`config.mk`:
```
export PLATFORM = sky130hd
export DESIGN_NAME = cnn_accel_top
export DESIGN_NICKNAME = d
export VERILOG_FILES = /design/src/common/bus_pkg.sv /design/src/common/cnn_pkg.sv /design/src/hdl/cnn_accel_top.sv /design/src/hdl/host_port.sv /design/src/conv_layer/pool_banks.sv /design/src/conv_layer/conv_mac.sv /design/src/conv_layer/window_counter.sv /design/src/conv_layer/layer_fsm.sv
export SDC_FILE = /design/constraint.sdc
export NUM_CORES = 2
export LEC_CHECK = 0
export ABC_AREA = 1
export BUFFER_PORTS_ARGS = -buffer_cell sky130_fd_sc_hd__buf_2
export CAP_MARGIN = 0
export CORE_ASPECT_RATIO = 1.4
export CORE_MARGIN = 2
export CORE_UTILIZATION = 40
export CTS_BUF_LIST = sky130_fd_sc_hd__clkbuf_16
export DETAILED_ROUTE_END_ITERATION = 10
export GPL_TIMING_DRIVEN = 0
export PLACE_DENSITY = 0.53
export RECOVER_POWER = 100
export SETUP_SLACK_MARGIN = 0.15
export SLEW_MARGIN = 20
export SYNTH_ARGS = -nofsm -noshare
export SYNTH_HDL_FRONTEND = slang
export SYNTH_SLANG_ARGS = --single-unit
export TNS_END_PERCENT = 5
```
`constraint.sdc`:
```
create_clock -name clk -period 8 [get_ports clk]
set_input_delay 1.6 -clock clk [delete_from_list [all_inputs] [get_ports clk]]
set_output_delay 1.6 -clock clk [all_outputs]
set_load 0.005 [all_outputs]
```
`src/common/bus_pkg.sv`:
```
package bus_pkg;

	typedef logic [31:0] bus_addr_t;
	typedef logic [31:0] bus_data_t;

	// one word per entry, 4-byte stride
	localparam bus_addr_t PIXEL_BASE = 32'h1000_0000;
	localparam bus_addr_t WEIGHT_BASE = 32'h2000_0000;
	localparam bus_addr_t BIAS_ADDR = 32'h3000_0000;
	localparam bus_addr_t START_ADDR = 32'h4000_0000;
	localparam bus_addr_t IRQ_ADDR = 32'h5000_0000;
	localparam bus_addr_t RESULT_BASE = 32'hd000_0000;

	typedef struct packed {
		bus_addr_t addr;
		bus_data_t data;
	} bus_wr_t;

endpackage

```
`src/common/cnn_pkg.sv`:
```
package cnn_pkg;

	typedef logic signed [15:0] pixel_t;
	typedef logic signed [39:0] acc_t;
	typedef logic [2:0] coord_t;
	typedef logic [3:0] tap_t;
	typedef logic [3:0] pool_idx_t;

	localparam int IMG_DIM = 8;
	localparam int KER_DIM = 3;
	localparam int CONV_DIM = 6;
	localparam int POOL_DIM = 3;
	localparam int FRAC_BITS = 8;

	// one finished convolution output
	typedef struct packed {
		logic valid;
		coord_t row;
		coord_t col;
		pixel_t data;
	} conv_res_t;

	typedef enum logic [2:0] {
		IDLE,
		CONV,
		DRAIN,
		POOL,
		DONE
	} layer_state_t;

endpackage
```
`src/hdl/cnn_accel_top.sv`:
```
module cnn_accel_top (
	input  logic              clk,
	input  logic              arst_n,
	input  bus_pkg::bus_addr_t awaddr,
	input  logic              awvalid,
	input  bus_pkg::bus_data_t wdata,
	input  logic              wvalid,
	input  bus_pkg::bus_addr_t araddr,
	input  logic              arvalid,
	output bus_pkg::bus_data_t rdata,
	output logic              interrupt_signal
);

	logic start;
	logic done;
	logic conv_last;
	logic drain_last;
	logic pool_last;
	logic first_tap;
	logic last_tap;
	cnn_pkg::layer_state_t state;
	cnn_pkg::coord_t tap_row;
	cnn_pkg::coord_t tap_col;
	cnn_pkg::coord_t out_row;
	cnn_pkg::coord_t out_col;
	cnn_pkg::tap_t tap;
	cnn_pkg::pool_idx_t pool_idx;
	cnn_pkg::pool_idx_t result_idx;
	cnn_pkg::pixel_t pixel;
	cnn_pkg::pixel_t weight;
	cnn_pkg::pixel_t bias;
	cnn_pkg::pixel_t result;
	cnn_pkg::conv_res_t res;

	host_port i_host_port (
		.clk(clk),
		.arst_n(arst_n),
		.awaddr(awaddr),
		.awvalid(awvalid),
		.wdata(wdata),
		.wvalid(wvalid),
		.araddr(araddr),
		.arvalid(arvalid),
		.rdata(rdata),
		.interrupt_signal(interrupt_signal),
		.start(start),
		.done(done),
		.tap_row(tap_row),
		.tap_col(tap_col),
		.tap(tap),
		.pixel(pixel),
		.weight(weight),
		.bias(bias),
		.result_idx(result_idx),
		.result(result)
	);

	layer_fsm i_layer_fsm (
		.clk(clk),
		.arst_n(arst_n),
		.start(start),
		.conv_last(conv_last),
		.drain_last(drain_last),
		.pool_last(pool_last),
		.state(state),
		.done(done)
	);

	window_counter i_window_counter (
		.clk(clk),
		.arst_n(arst_n),
		.state(state),
		.tap_row(tap_row),
		.tap_col(tap_col),
		.tap(tap),
		.first_tap(first_tap),
		.last_tap(last_tap),
		.out_row(out_row),
		.out_col(out_col),
		.conv_last(conv_last),
		.drain_last(drain_last),
		.pool_last(pool_last),
		.pool_idx(pool_idx)
	);

	conv_mac i_conv_mac (
		.clk(clk),
		.arst_n(arst_n),
		.first_tap(first_tap),
		.last_tap(last_tap),
		.out_row(out_row),
		.out_col(out_col),
		.pixel(pixel),
		.weight(weight),
		.bias(bias),
		.res(res)
	);

	pool_banks i_pool_banks (
		.clk(clk),
		.arst_n(arst_n),
		.res(res),
		.state(state),
		.pool_idx(pool_idx),
		.result_idx(result_idx),
		.result(result)
	);

endmodule

```
`src/hdl/host_port.sv`:
```
module host_port (
	input  logic                clk,
	input  logic                arst_n,
	input  bus_pkg::bus_addr_t  awaddr,
	input  logic                awvalid,
	input  bus_pkg::bus_data_t  wdata,
	input  logic                wvalid,
	input  bus_pkg::bus_addr_t  araddr,
	input  logic                arvalid,
	output bus_pkg::bus_data_t  rdata,
	output logic                interrupt_signal,
	output logic                start,
	input  logic                done,
	input  cnn_pkg::coord_t     tap_row,
	input  cnn_pkg::coord_t     tap_col,
	input  cnn_pkg::tap_t       tap,
	output cnn_pkg::pixel_t     pixel,
	output cnn_pkg::pixel_t     weight,
	output cnn_pkg::pixel_t     bias,
	output cnn_pkg::pool_idx_t  result_idx,
	input  cnn_pkg::pixel_t     result
);

	cnn_pkg::pixel_t pix_mem [cnn_pkg::IMG_DIM * cnn_pkg::IMG_DIM];
	cnn_pkg::pixel_t wgt_mem [cnn_pkg::KER_DIM * cnn_pkg::KER_DIM];
	bus_pkg::bus_wr_t wr;
	bus_pkg::bus_data_t rd_data;
	logic wr_en;
	logic pix_sel;
	logic wgt_sel;
	logic res_sel;
	logic busy;
	logic irq_flag;

	assign wr_en = awvalid && wvalid;
	assign wr = '{addr: awaddr, data: wdata};

	// region decode, index lives in the low word-address bits
	assign pix_sel = wr.addr[31:8] == bus_pkg::PIXEL_BASE[31:8];
	assign wgt_sel = wr.addr[31:6] == bus_pkg::WEIGHT_BASE[31:6]
		&& wr.addr[5:2] < cnn_pkg::tap_t'(cnn_pkg::KER_DIM * cnn_pkg::KER_DIM);
	assign res_sel = araddr[31:6] == bus_pkg::RESULT_BASE[31:6]
		&& araddr[5:2] < cnn_pkg::pool_idx_t'(cnn_pkg::POOL_DIM * cnn_pkg::POOL_DIM);

	assign start = wr_en && wr.addr == bus_pkg::START_ADDR
		&& wr.data == bus_pkg::bus_data_t'(1) && !busy;
	assign result_idx = araddr[5:2];
	assign interrupt_signal = irq_flag;

	always_ff @(posedge clk)
	begin
		if (wr_en && pix_sel)
			pix_mem[wr.addr[7:2]] <= wr.data[15:0];
		if (wr_en && wgt_sel)
			wgt_mem[wr.addr[5:2]] <= wr.data[15:0];
		if (wr_en && wr.addr == bus_pkg::BIAS_ADDR)
			bias <= wr.data[15:0];
		// both land one cycle after the tap address
		pixel <= pix_mem[{tap_row, tap_col}];
		weight <= wgt_mem[tap];
	end

	always_ff @(posedge clk or negedge arst_n)
	begin
		if (!arst_n)
		begin
			busy <= 1'b0;
			irq_flag <= 1'b0;
		end
		else
		begin
			if (start)
				busy <= 1'b1;
			else if (done)
				busy <= 1'b0;
			if (done)
				irq_flag <= 1'b1;
			else if (wr_en && wr.addr == bus_pkg::IRQ_ADDR)
				irq_flag <= 1'b0;
		end
	end

	always_comb
	begin
		rd_data = '0;
		if (araddr == bus_pkg::IRQ_ADDR)
			rd_data = bus_pkg::bus_data_t'(irq_flag);
		else if (res_sel)
			rd_data = {{16{result[15]}}, result};
	end

	always_ff @(posedge clk or negedge arst_n)
	begin
		if (!arst_n)
			rdata <= '0;
		else if (arvalid)
			rdata <= rd_data;
	end

endmodule

```
`src/conv_layer/pool_banks.sv`:
```
module pool_banks (
	input  logic                  clk,
	input  logic                  arst_n,
	input  cnn_pkg::conv_res_t    res,
	input  cnn_pkg::layer_state_t state,
	input  cnn_pkg::pool_idx_t    pool_idx,
	input  cnn_pkg::pool_idx_t    result_idx,
	output cnn_pkg::pixel_t       result
);

	// banks indexed by {row parity, col parity}
	cnn_pkg::pixel_t bank_mem [4][cnn_pkg::POOL_DIM * cnn_pkg::POOL_DIM];
	cnn_pkg::pixel_t res_mem [cnn_pkg::POOL_DIM * cnn_pkg::POOL_DIM];
	cnn_pkg::pool_idx_t bank_idx;
	cnn_pkg::pool_idx_t pool_wr_idx;
	cnn_pkg::pixel_t max_top;
	cnn_pkg::pixel_t max_bot;
	cnn_pkg::pixel_t max_all;
	cnn_pkg::pixel_t pool_max;
	logic pool_wr;

	function automatic cnn_pkg::pixel_t max2(cnn_pkg::pixel_t a, cnn_pkg::pixel_t b);
		return a > b ? a : b;
	endfunction

	assign bank_idx = cnn_pkg::pool_idx_t'(res.row[2:1])
		* cnn_pkg::pool_idx_t'(cnn_pkg::POOL_DIM) + cnn_pkg::pool_idx_t'(res.col[2:1]);

	assign max_top = max2(bank_mem[0][pool_idx], bank_mem[1][pool_idx]);
	assign max_bot = max2(bank_mem[2][pool_idx], bank_mem[3][pool_idx]);
	assign max_all = max2(max_top, max_bot);
	assign result = res_mem[result_idx];

	always_ff @(posedge clk)
	begin
		if (res.valid)
			bank_mem[{res.row[0], res.col[0]}][bank_idx] <= res.data;
		pool_wr_idx <= pool_idx;
		pool_max <= max_all;
		if (pool_wr)
			res_mem[pool_wr_idx] <= pool_max;
	end

	always_ff @(posedge clk or negedge arst_n)
	begin
		if (!arst_n)
			pool_wr <= 1'b0;
		else
			pool_wr <= state == cnn_pkg::POOL;
	end

endmodule

```
`src/conv_layer/conv_mac.sv`:
```
module conv_mac (
	input  logic               clk,
	input  logic               arst_n,
	input  logic               first_tap,
	input  logic               last_tap,
	input  cnn_pkg::coord_t    out_row,
	input  cnn_pkg::coord_t    out_col,
	input  cnn_pkg::pixel_t    pixel,
	input  cnn_pkg::pixel_t    weight,
	input  cnn_pkg::pixel_t    bias,
	output cnn_pkg::conv_res_t res
);

	logic first_d;
	logic last_d;
	logic first_s1;
	logic last_s1;
	logic res_valid;
	cnn_pkg::coord_t row_d;
	cnn_pkg::coord_t col_d;
	cnn_pkg::coord_t row_s1;
	cnn_pkg::coord_t col_s1;
	cnn_pkg::coord_t res_row;
	cnn_pkg::coord_t res_col;
	cnn_pkg::acc_t prod_s1;
	cnn_pkg::acc_t acc;
	cnn_pkg::acc_t sum;
	cnn_pkg::acc_t scaled;
	cnn_pkg::pixel_t final_val;
	cnn_pkg::pixel_t res_data;

	// restart on the first tap of each window
	assign sum = first_s1 ? prod_s1 : acc + prod_s1;
	assign scaled = (sum >>> cnn_pkg::FRAC_BITS) + cnn_pkg::acc_t'(bias);

	always_comb
	begin
		if (scaled < 0)
			final_val = '0;
		else if (scaled > 40'sd32767)
			final_val = 16'sh7fff;
		else
			final_val = scaled[15:0];
	end

	assign res = '{valid: res_valid, row: res_row, col: res_col, data: res_data};

	always_ff @(posedge clk or negedge arst_n)
	begin
		if (!arst_n)
		begin
			first_d <= 1'b0;
			last_d <= 1'b0;
			first_s1 <= 1'b0;
			last_s1 <= 1'b0;
			res_valid <= 1'b0;
		end
		else
		begin
			first_d <= first_tap;
			last_d <= last_tap;
			first_s1 <= first_d;
			last_s1 <= last_d;
			res_valid <= last_s1;
		end
	end

	always_ff @(posedge clk)
	begin
		row_d <= out_row;
		col_d <= out_col;
		row_s1 <= row_d;
		col_s1 <= col_d;
		prod_s1 <= cnn_pkg::acc_t'(pixel) * cnn_pkg::acc_t'(weight);
		acc <= sum;
		if (last_s1)
		begin
			res_row <= row_s1;
			res_col <= col_s1;
			res_data <= final_val;
		end
	end

endmodule

```
`src/conv_layer/window_counter.sv`:
```
module window_counter (
	input  logic                  clk,
	input  logic                  arst_n,
	input  cnn_pkg::layer_state_t state,
	output cnn_pkg::coord_t       tap_row,
	output cnn_pkg::coord_t       tap_col,
	output cnn_pkg::tap_t         tap,
	output logic                  first_tap,
	output logic                  last_tap,
	output cnn_pkg::coord_t       out_row,
	output cnn_pkg::coord_t       out_col,
	output logic                  conv_last,
	output logic                  drain_last,
	output logic                  pool_last,
	output cnn_pkg::pool_idx_t    pool_idx
);

	logic [1:0] ker_row;
	logic [1:0] ker_col;
	logic [1:0] drain_cnt;
	logic in_conv;

	assign in_conv = state == cnn_pkg::CONV;
	assign tap_row = out_row + cnn_pkg::coord_t'(ker_row);
	assign tap_col = out_col + cnn_pkg::coord_t'(ker_col);
	assign first_tap = in_conv && tap == '0;
	assign last_tap = in_conv && tap == cnn_pkg::tap_t'(cnn_pkg::KER_DIM * cnn_pkg::KER_DIM - 1);
	assign conv_last = last_tap && out_row == cnn_pkg::coord_t'(cnn_pkg::CONV_DIM - 1)
		&& out_col == cnn_pkg::coord_t'(cnn_pkg::CONV_DIM - 1);
	assign drain_last = state == cnn_pkg::DRAIN && drain_cnt == 2'd2;
	assign pool_last = state == cnn_pkg::POOL
		&& pool_idx == cnn_pkg::pool_idx_t'(cnn_pkg::POOL_DIM * cnn_pkg::POOL_DIM - 1);

	always_ff @(posedge clk or negedge arst_n)
	begin
		if (!arst_n)
		begin
			tap <= '0;
			ker_row <= '0;
			ker_col <= '0;
			out_row <= '0;
			out_col <= '0;
			drain_cnt <= '0;
			pool_idx <= '0;
		end
		else
		begin
			drain_cnt <= state == cnn_pkg::DRAIN ? drain_cnt + 2'd1 : 2'd0;
			pool_idx <= state == cnn_pkg::POOL ? pool_idx + 4'd1 : 4'd0;
			if (!in_conv)
			begin
				tap <= '0;
				ker_row <= '0;
				ker_col <= '0;
				out_row <= '0;
				out_col <= '0;
			end
			else if (last_tap)
			begin
				// next window, column first
				tap <= '0;
				ker_row <= '0;
				ker_col <= '0;
				if (out_col == cnn_pkg::coord_t'(cnn_pkg::CONV_DIM - 1))
				begin
					out_col <= '0;
					out_row <= conv_last ? '0 : out_row + 3'd1;
				end
				else
					out_col <= out_col + 3'd1;
			end
			else
			begin
				tap <= tap + 4'd1;
				if (ker_col == 2'(cnn_pkg::KER_DIM - 1))
				begin
					ker_col <= '0;
					ker_row <= ker_row + 2'd1;
				end
				else
					ker_col <= ker_col + 2'd1;
			end
		end
	end

endmodule

```
`src/conv_layer/layer_fsm.sv`:
```
module layer_fsm (
	input  logic                  clk,
	input  logic                  arst_n,
	input  logic                  start,
	input  logic                  conv_last,
	input  logic                  drain_last,
	input  logic                  pool_last,
	output cnn_pkg::layer_state_t state,
	output logic                  done
);

	always_ff @(posedge clk or negedge arst_n)
	begin
		if (!arst_n)
		begin
			state <= cnn_pkg::IDLE;
			done <= 1'b0;
		end
		else
		begin
			// done is high while in DONE
			done <= state == cnn_pkg::POOL && pool_last;
			case (state)
				cnn_pkg::IDLE:
					if (start)
						state <= cnn_pkg::CONV;
				cnn_pkg::CONV:
					if (conv_last)
						state <= cnn_pkg::DRAIN;
				// mac pipeline empties here
				cnn_pkg::DRAIN:
					if (drain_last)
						state <= cnn_pkg::POOL;
				cnn_pkg::POOL:
					if (pool_last)
						state <= cnn_pkg::DONE;
				cnn_pkg::DONE:
					state <= cnn_pkg::IDLE;
				default:
					state <= cnn_pkg::IDLE;
			endcase
		end
	end

endmodule

```
### Word level (Yosys, flattened, before mapping)

Memory sizes are Yosys's and may differ from the RTL's. A register that Yosys moved wholly into a read port is not among the register bits.
Cells that the tools add are included.

* input bits: 101
* memories kept: 4
* memory bits (writable): 1888
* word-level logic and storage cells: 166
* bits in registers: 214

Memories
* i_host_port.pix_mem: depth 64, width 16, rd ports 1, clocked after memory_dff 1, write ports 1, RTL line host_port.sv:24 `cnn_pkg::pixel_t pix_mem [cnn_pkg::IMG_DIM * cnn_pkg::IMG_DIM];`
* i_pool_banks.bank_mem: depth 4, width 144, rd ports 4, clocked after memory_dff 0, write ports 1, RTL line pool_banks.sv:12 `cnn_pkg::pixel_t bank_mem [4][cnn_pkg::POOL_DIM * cnn_pkg::POOL_DIM];`
* i_host_port.wgt_mem: depth 9, width 16, rd ports 1, clocked after memory_dff 1, write ports 1, RTL line host_port.sv:25 `cnn_pkg::pixel_t wgt_mem [cnn_pkg::KER_DIM * cnn_pkg::KER_DIM];`
* i_pool_banks.res_mem: depth 9, width 16, rd ports 1, clocked after memory_dff 0, write ports 1, RTL line pool_banks.sv:13 `cnn_pkg::pixel_t res_mem [cnn_pkg::POOL_DIM * cnn_pkg::POOL_DIM];`

* magnitude comparators: 10
* multiply operators: 2
* $add $sub $neg: 12
* reduce and logical (&&, ||, !) cells: 26
* equality and inequality tests: 24
* bitwise gates (word level): 2
* mux-type cells: 55

Operators by type and width (count)
* $bmux W16 S4: 4
* $mux W16: 12
* $mux W144: 1
* $eq A32 B31 Y1 const B: 3
* $demux W16 S4: 1
* $mux W32: 2
* $gt A16 B16 Y1: 3
* $add A40 B40 Y40: 1
* $mux W40: 1
* $add A32 B16 Y33: 1
* $gt A33 B16 Y1 const B: 1
* $lt A33 B1 Y1 const B: 1
* $mux W3: 11
* $eq A32 B1 Y1 const B: 1
* $eq A32 B30 Y1 const B: 1
* $mul A16 B16 Y32: 1
* $eq A26 B24 Y1 const B: 1
* $eq A26 B26 Y1 const B: 1
* $eq A24 B21 Y1 const B: 1
* $logic_and A1 B1 Y1: 18
* $mux W15: 1
* $mux W2: 7
* $mux W4: 3
* $pmux W3 S4: 1
* other kinds (26): 53

### Logic depth before layout (Yosys ltp)

* word-level depth: 8
* depth in mapped cells: 37

### Cells and area by module

From an unflattened synthesis, not the netlist that was laid out.

* cells, all modules: 9641
* area, all modules: 101127.0 sq um

By module, submodules not included
* host_port: instances 1, cells an instance 4203, area each 49726.4 sq um
* pool_banks: instances 1, cells an instance 2761, area each 31647.9 sq um
* conv_mac: instances 1, cells an instance 2527, area each 18421.4 sq um
* window_counter: instances 1, cells an instance 120, area each 1112.3 sq um
* layer_fsm: instances 1, cells an instance 30, area each 219.0 sq um

### Worst setup path before layout

Ideal clock, no wire load.

* path type: register to register
* start: register i_host_port.pixel[15] (read register of i_host_port.pix_mem)
* end: register i_conv_mac.prod_s1[38]
* library setup time: 127 ps
* setup slack: 2493 ps
* stages on the path, launching flop included: 19
* period minus slack after synthesis: 5507 ps
* arrival time: 5381 ps
* path buffers: 1
* cells stage by stage: dfxtp_1 clkbuf_1 nand2_1 inv_1 fa_1 fa_1 inv_1 fa_1 fa_1 fa_1 fa_1 inv_1 ha_1 a21o_1 a31oi_1 o21ai_0 a221oi_1 o21ai_0 xor2_1

* cells in the longest elaborated chain, start to end: 1

Ends and longest elaborated chain
* from (decl): RTL line host_port.sv:17 `output cnn_pkg::pixel_t pixel,`
* $mul A16 B16 Y32: RTL line conv_mac.sv:74 `prod_s1 <= cnn_pkg::acc_t'(pixel) * cnn_pkg::acc_t'(weight);`
* to (signal assigned): RTL line conv_mac.sv:74
* to (decl): RTL line conv_mac.sv:25 `cnn_pkg::acc_t prod_s1;`

No other way between the ends.
A chain may end at the register's enable or synchronous reset.

### Worst setup path in the final report

* start: register i_host_port.weight[1] (read register of i_host_port.wgt_mem)
* end: register i_conv_mac.prod_s1[30]

* cells in the longest elaborated chain, start to end: 1

Ends and longest elaborated chain
* from (decl): RTL line host_port.sv:18 `output cnn_pkg::pixel_t weight,`
* $mul A16 B16 Y32: RTL line conv_mac.sv:74

No other way between the ends.

==> flow_metrics.tcl <==
set metrics [dict create \
    drt.antenna.violating_nets 0 \
    max_stage_delay_ns 0.64 \
    fmax_ghz 0.135 \
    cp-end-kind "flop" \
    final_core_util 0.451 \
    finalWirelength_um 351000 \
    critical_path.n_buffers_inverters 8 \
    crit_required_ns 8.73 \
    cts_inserted_buffers 211 \
    fin_worst_skew_ns 0.108 \
    whs_ns 0.326 \
    tns_ns 0 \
    rrSetupSlack_ns 0.60 \
    synth_top_family_by_area "simple AND/OR/NAND/NOR gates" \
    postSynthAreaPerCell_sq_um 11.3 \
    sequential_cell_area_sq_um 61800 \
    detail_route.vias_per_cell 5.50 \
    final.fill_count 22797 \
    dieWidth_um 422 \
    finalNetCount 9714 \
    cpMaxStageDelayCell "sky130_fd_sc_hd__a21boi_0" \
    design.die.area_sq_um 248000 \
    cp_cell_sequence "clkbuf_1, clkbuf_1, nand2_1, fa_1, inv_1, fa_1, inv_1, fa_1, fa_1, inv_1, fa_1, inv_1, fa_1, inv_1, ha_1, a21oi_1, a21boi_0, o21ai_0, inv_1, o21ai_1, nand3_1, nand2_1, xor2_1" \
    cts_tree "built" \
    drt_pass1_iterations 6 \
    synthCells 8652 \
    synth_xor_xnor_area_share 0.00593 \
    worstSetupPathDepth 23 \
    grt_pass1_wl_um 495000 \
    boundaryPins 134 \
    globalRouteTotalUtil 0.278 \
    post_route_cells_drive_above_1_share 0.0587 \
    postSynth.asyncResetShare 0.0227 \
    timing.max_slew.rel_slack -2.15 \
    clock-root-buffer "sky130_fd_sc_hd__clkbuf_16" \
    unrepaired_setup_endpoints_after_global_routing "false" \
    post_synth_num_cell_types 65 \
    worst_skew_pair.late_latency_ns 0.94 \
    multiInputGateArea_sq_um 30700 \
    whs_path_depth 0 \
    finish.cell_count_without_fillers 12548 \
    synth.net_count 9233 \
    violations "max-capacitance violations, max-slew violations" \
    dpl.cell_count 12160 \
    synth-edff-count 1926 \
    mappedNetlistArea_sq_um 97700 \
    height_of_the_chip_um 589 \
    gp_routability_congestion 1.02 \
    timing_worst_slew_pin_value_ns 4.72 \
    outcome "complete, but fails checks" \
    area.growth.synth_to_final_pct 12.0 \
    remaining_overflow_grt 0 \
    postCtsSetupRepairBufs 0 \
    num_rows 214 \
    ctsResizeCount 0 \
    number_of_global_route_vias_before_repair 69003 \
    timing_hold_violations_final 0 \
    setup-violations-final 0 \
    critical_path.endpoint "i_conv_mac.prod_s1[30]" \
    timing.hold.worst.class "flop to flop" \
    yosysTopAreaCell "sky130_fd_sc_hd__edfxtp_1" \
    grt_antenna_before_repair 20 \
    cap_violations 76 \
    min_from "i_conv_mac.row_d[0]" \
    synth-seq-cells 2110 \
    synth_flop_cell "sky130_fd_sc_hd__edfxtp_1" \
    cp.arrival_ns 8.13 \
    ir_drop_mv 0.225 \
    route.detailed.wl_per_inst_um 28.0 \
    cp-start-kind "flop" \
    final_period_minus_worst_setup_slack_ns 7.40 \
    yosysTopAreaCellShare 0.592 \
    synth_mux_area_frac 0.000205 \
    cts_hold_buf 0 \
    clock-sinks 2110 \
    post-dp-hpwl_um 259000 \
    synth.area.top_cells "sky130_fd_sc_hd__edfxtp_1 (59%), sky130_fd_sc_hd__nand2_1 (5.6%), sky130_fd_sc_hd__fa_1 (5.5%)" \
    synth_common_cells "sky130_fd_sc_hd__edfxtp_1 (1926), sky130_fd_sc_hd__nand2_1 (1458), sky130_fd_sc_hd__nor2_1 (927)" \
    drt_first_iter_violations 6388 \
    p_per_area_nw_per_um2 223 \
    pin_count_of_the_biggest_net_entering_global_routing 64 \
    via_count 69067 \
    ff2ff_path_depth 23 \
    critical_path_class "flop to flop" \
    clockBufferDepth 4 \
    path_clk_slew_ns 0.06 \
    ys.warnings.count 0 \
    slew_violations 2012 \
    critical_path.reg2reg.startpoint "i_host_port.weight[1]" \
    critical_path_peak_fanout 10 \
    synth-compound-area-share 0.0988 \
    post-route-period-util 0.925 \
    leading_cell_type_by_number_of_instances_after_synthesis "sky130_fd_sc_hd__edfxtp_1" \
    register_area_share_after_synthesis 0.632 \
    path_delay_family "adder cells" \
    post-route-drc-count 0 \
    synth_fa_ha_area_frac 0.0821 \
    r2r_end "i_conv_mac.prod_s1[30]" \
    clock_tree.htree_level_count 4 \
    core_sq_um 243000 \
    floorplan.initialDensity 0.402 \
    crit_start "i_host_port.weight[1]" \
    simple_logic_cell_fraction_of_the_synthesized_area 0.127 \
    p_leak_nw 41.1 \
    buffer_ports.inserted 129 \
]
[through the flow]
step / cell area, sq um / worst slack [ns] / total power [mW]
5_1_grt: 109000 / 0.407 / 25.3
3_3_place_gp: 102000 / 0.480 / 15.0
6_report: 109000 / 0.598 / 24.4
3_5_place_dp: 105000 / 0.764 / 15.1
4_1_cts: 112000 / 0.743 / 24.6
2_1_floorplan: 97700 / 2.49 / 14.2
[how the worst min path moves through the flow]
stage                                 to  slack (ns)
floorplan           i_conv_mac.col_s1[0]        0.31
global placement    i_conv_mac.row_s1[2]        0.31
detailed placement  i_conv_mac.col_s1[2]        0.31
CTS                 i_conv_mac.col_s1[2]        0.33
global route        i_conv_mac.col_s1[2]        0.33
finish              i_conv_mac.row_s1[0]        0.33
[layout by cell type (no fill, tap or decap), types with 20 or more instances in the layout]
cell type                   netlist  final
sky130_fd_sc_hd__clkinv_1         4     58
sky130_fd_sc_hd__clkinv_2         0     30
sky130_fd_sc_hd__xor2_1          41     41
sky130_fd_sc_hd__ha_1           212    212
sky130_fd_sc_hd__o21ai_0        712    719
sky130_fd_sc_hd__nand2_1       1458   1460
sky130_fd_sc_hd__clkbuf_16        0    214
sky130_fd_sc_hd__fa_1           268    268
sky130_fd_sc_hd__a21oi_1        205    206
sky130_fd_sc_hd__nor3_1          36     35
sky130_fd_sc_hd__dfxtp_1        136    136
sky130_fd_sc_hd__nand3_1        460    460
sky130_fd_sc_hd__edfxtp_1      1926   1926
sky130_fd_sc_hd__o211ai_1       150    150
sky130_fd_sc_hd__nor4_1          28     27
sky130_fd_sc_hd__a21o_1          20     20
sky130_fd_sc_hd__xnor2_1         22     22
sky130_fd_sc_hd__nand4_1         46     46
sky130_fd_sc_hd__o221ai_1       143    143
sky130_fd_sc_hd__inv_1          874    922
sky130_fd_sc_hd__o22ai_1        319    319
sky130_fd_sc_hd__or2_2           20     20
sky130_fd_sc_hd__dfrtp_1         48     48
sky130_fd_sc_hd__buf_1           43     38
sky130_fd_sc_hd__clkbuf_1       311    485
sky130_fd_sc_hd__nor2_1         927    927
sky130_fd_sc_hd__buf_2           78    172
[area by class of cell]
| cell class | instances | area share |
|---|---|---|
| Multi-Input combinational cell | 5196 | 0.280 |
| Inverter | 892 | 0.0306 |
| Sequential cell | 2110 | 0.564 |
| Tap cell | 3240 | 0.0370 |
| Clock buffer | 214 | 0.0489 |
| Antenna cell | 9 | 0.000206 |
| Timing Repair Buffer | 268 | 0.0103 |
| Buffer | 454 | 0.0172 |
| Clock inverter | 165 | 0.0113 |
[routing by layer]
metal	wire length (um)	GRT usage
met4	30800	0.194
met2	175000	0.490
met5	63	0
met1	126000	0.313
met3	19400	0.0334
[power breakdown]
part	internal (mW)	switching, mW	total [mW]
logic	0.803	1.85	2.65
clock network	5.41	4.26	9.67
registers	12.1	0.0211	12.1
[registers in the layout, summed over array words and instances, names as in the netlist, 32 cells and up]
register,flops
i_conv_mac.acc,40
i_pool_banks.bank_mem,576
i_host_port.pix_mem,1024
i_pool_banks.res_mem,144
i_conv_mac.prod_s1,32
i_host_port.wgt_mem,144
[kinds of logic (layout without fill, tap and decap cells)]
group,after synthesis,after routing
AOI/OAI and AO/OA,1625,1625
xor gates and xnor gates,64,64
adders and majority gates,480,480
buffers and inverters,1346,1993
DFF,2110,2110
muxes,2,2
other,1,10
and+or+nand+nor,3024,3024
No activity file was read; power rests on OpenSTA's default activity.
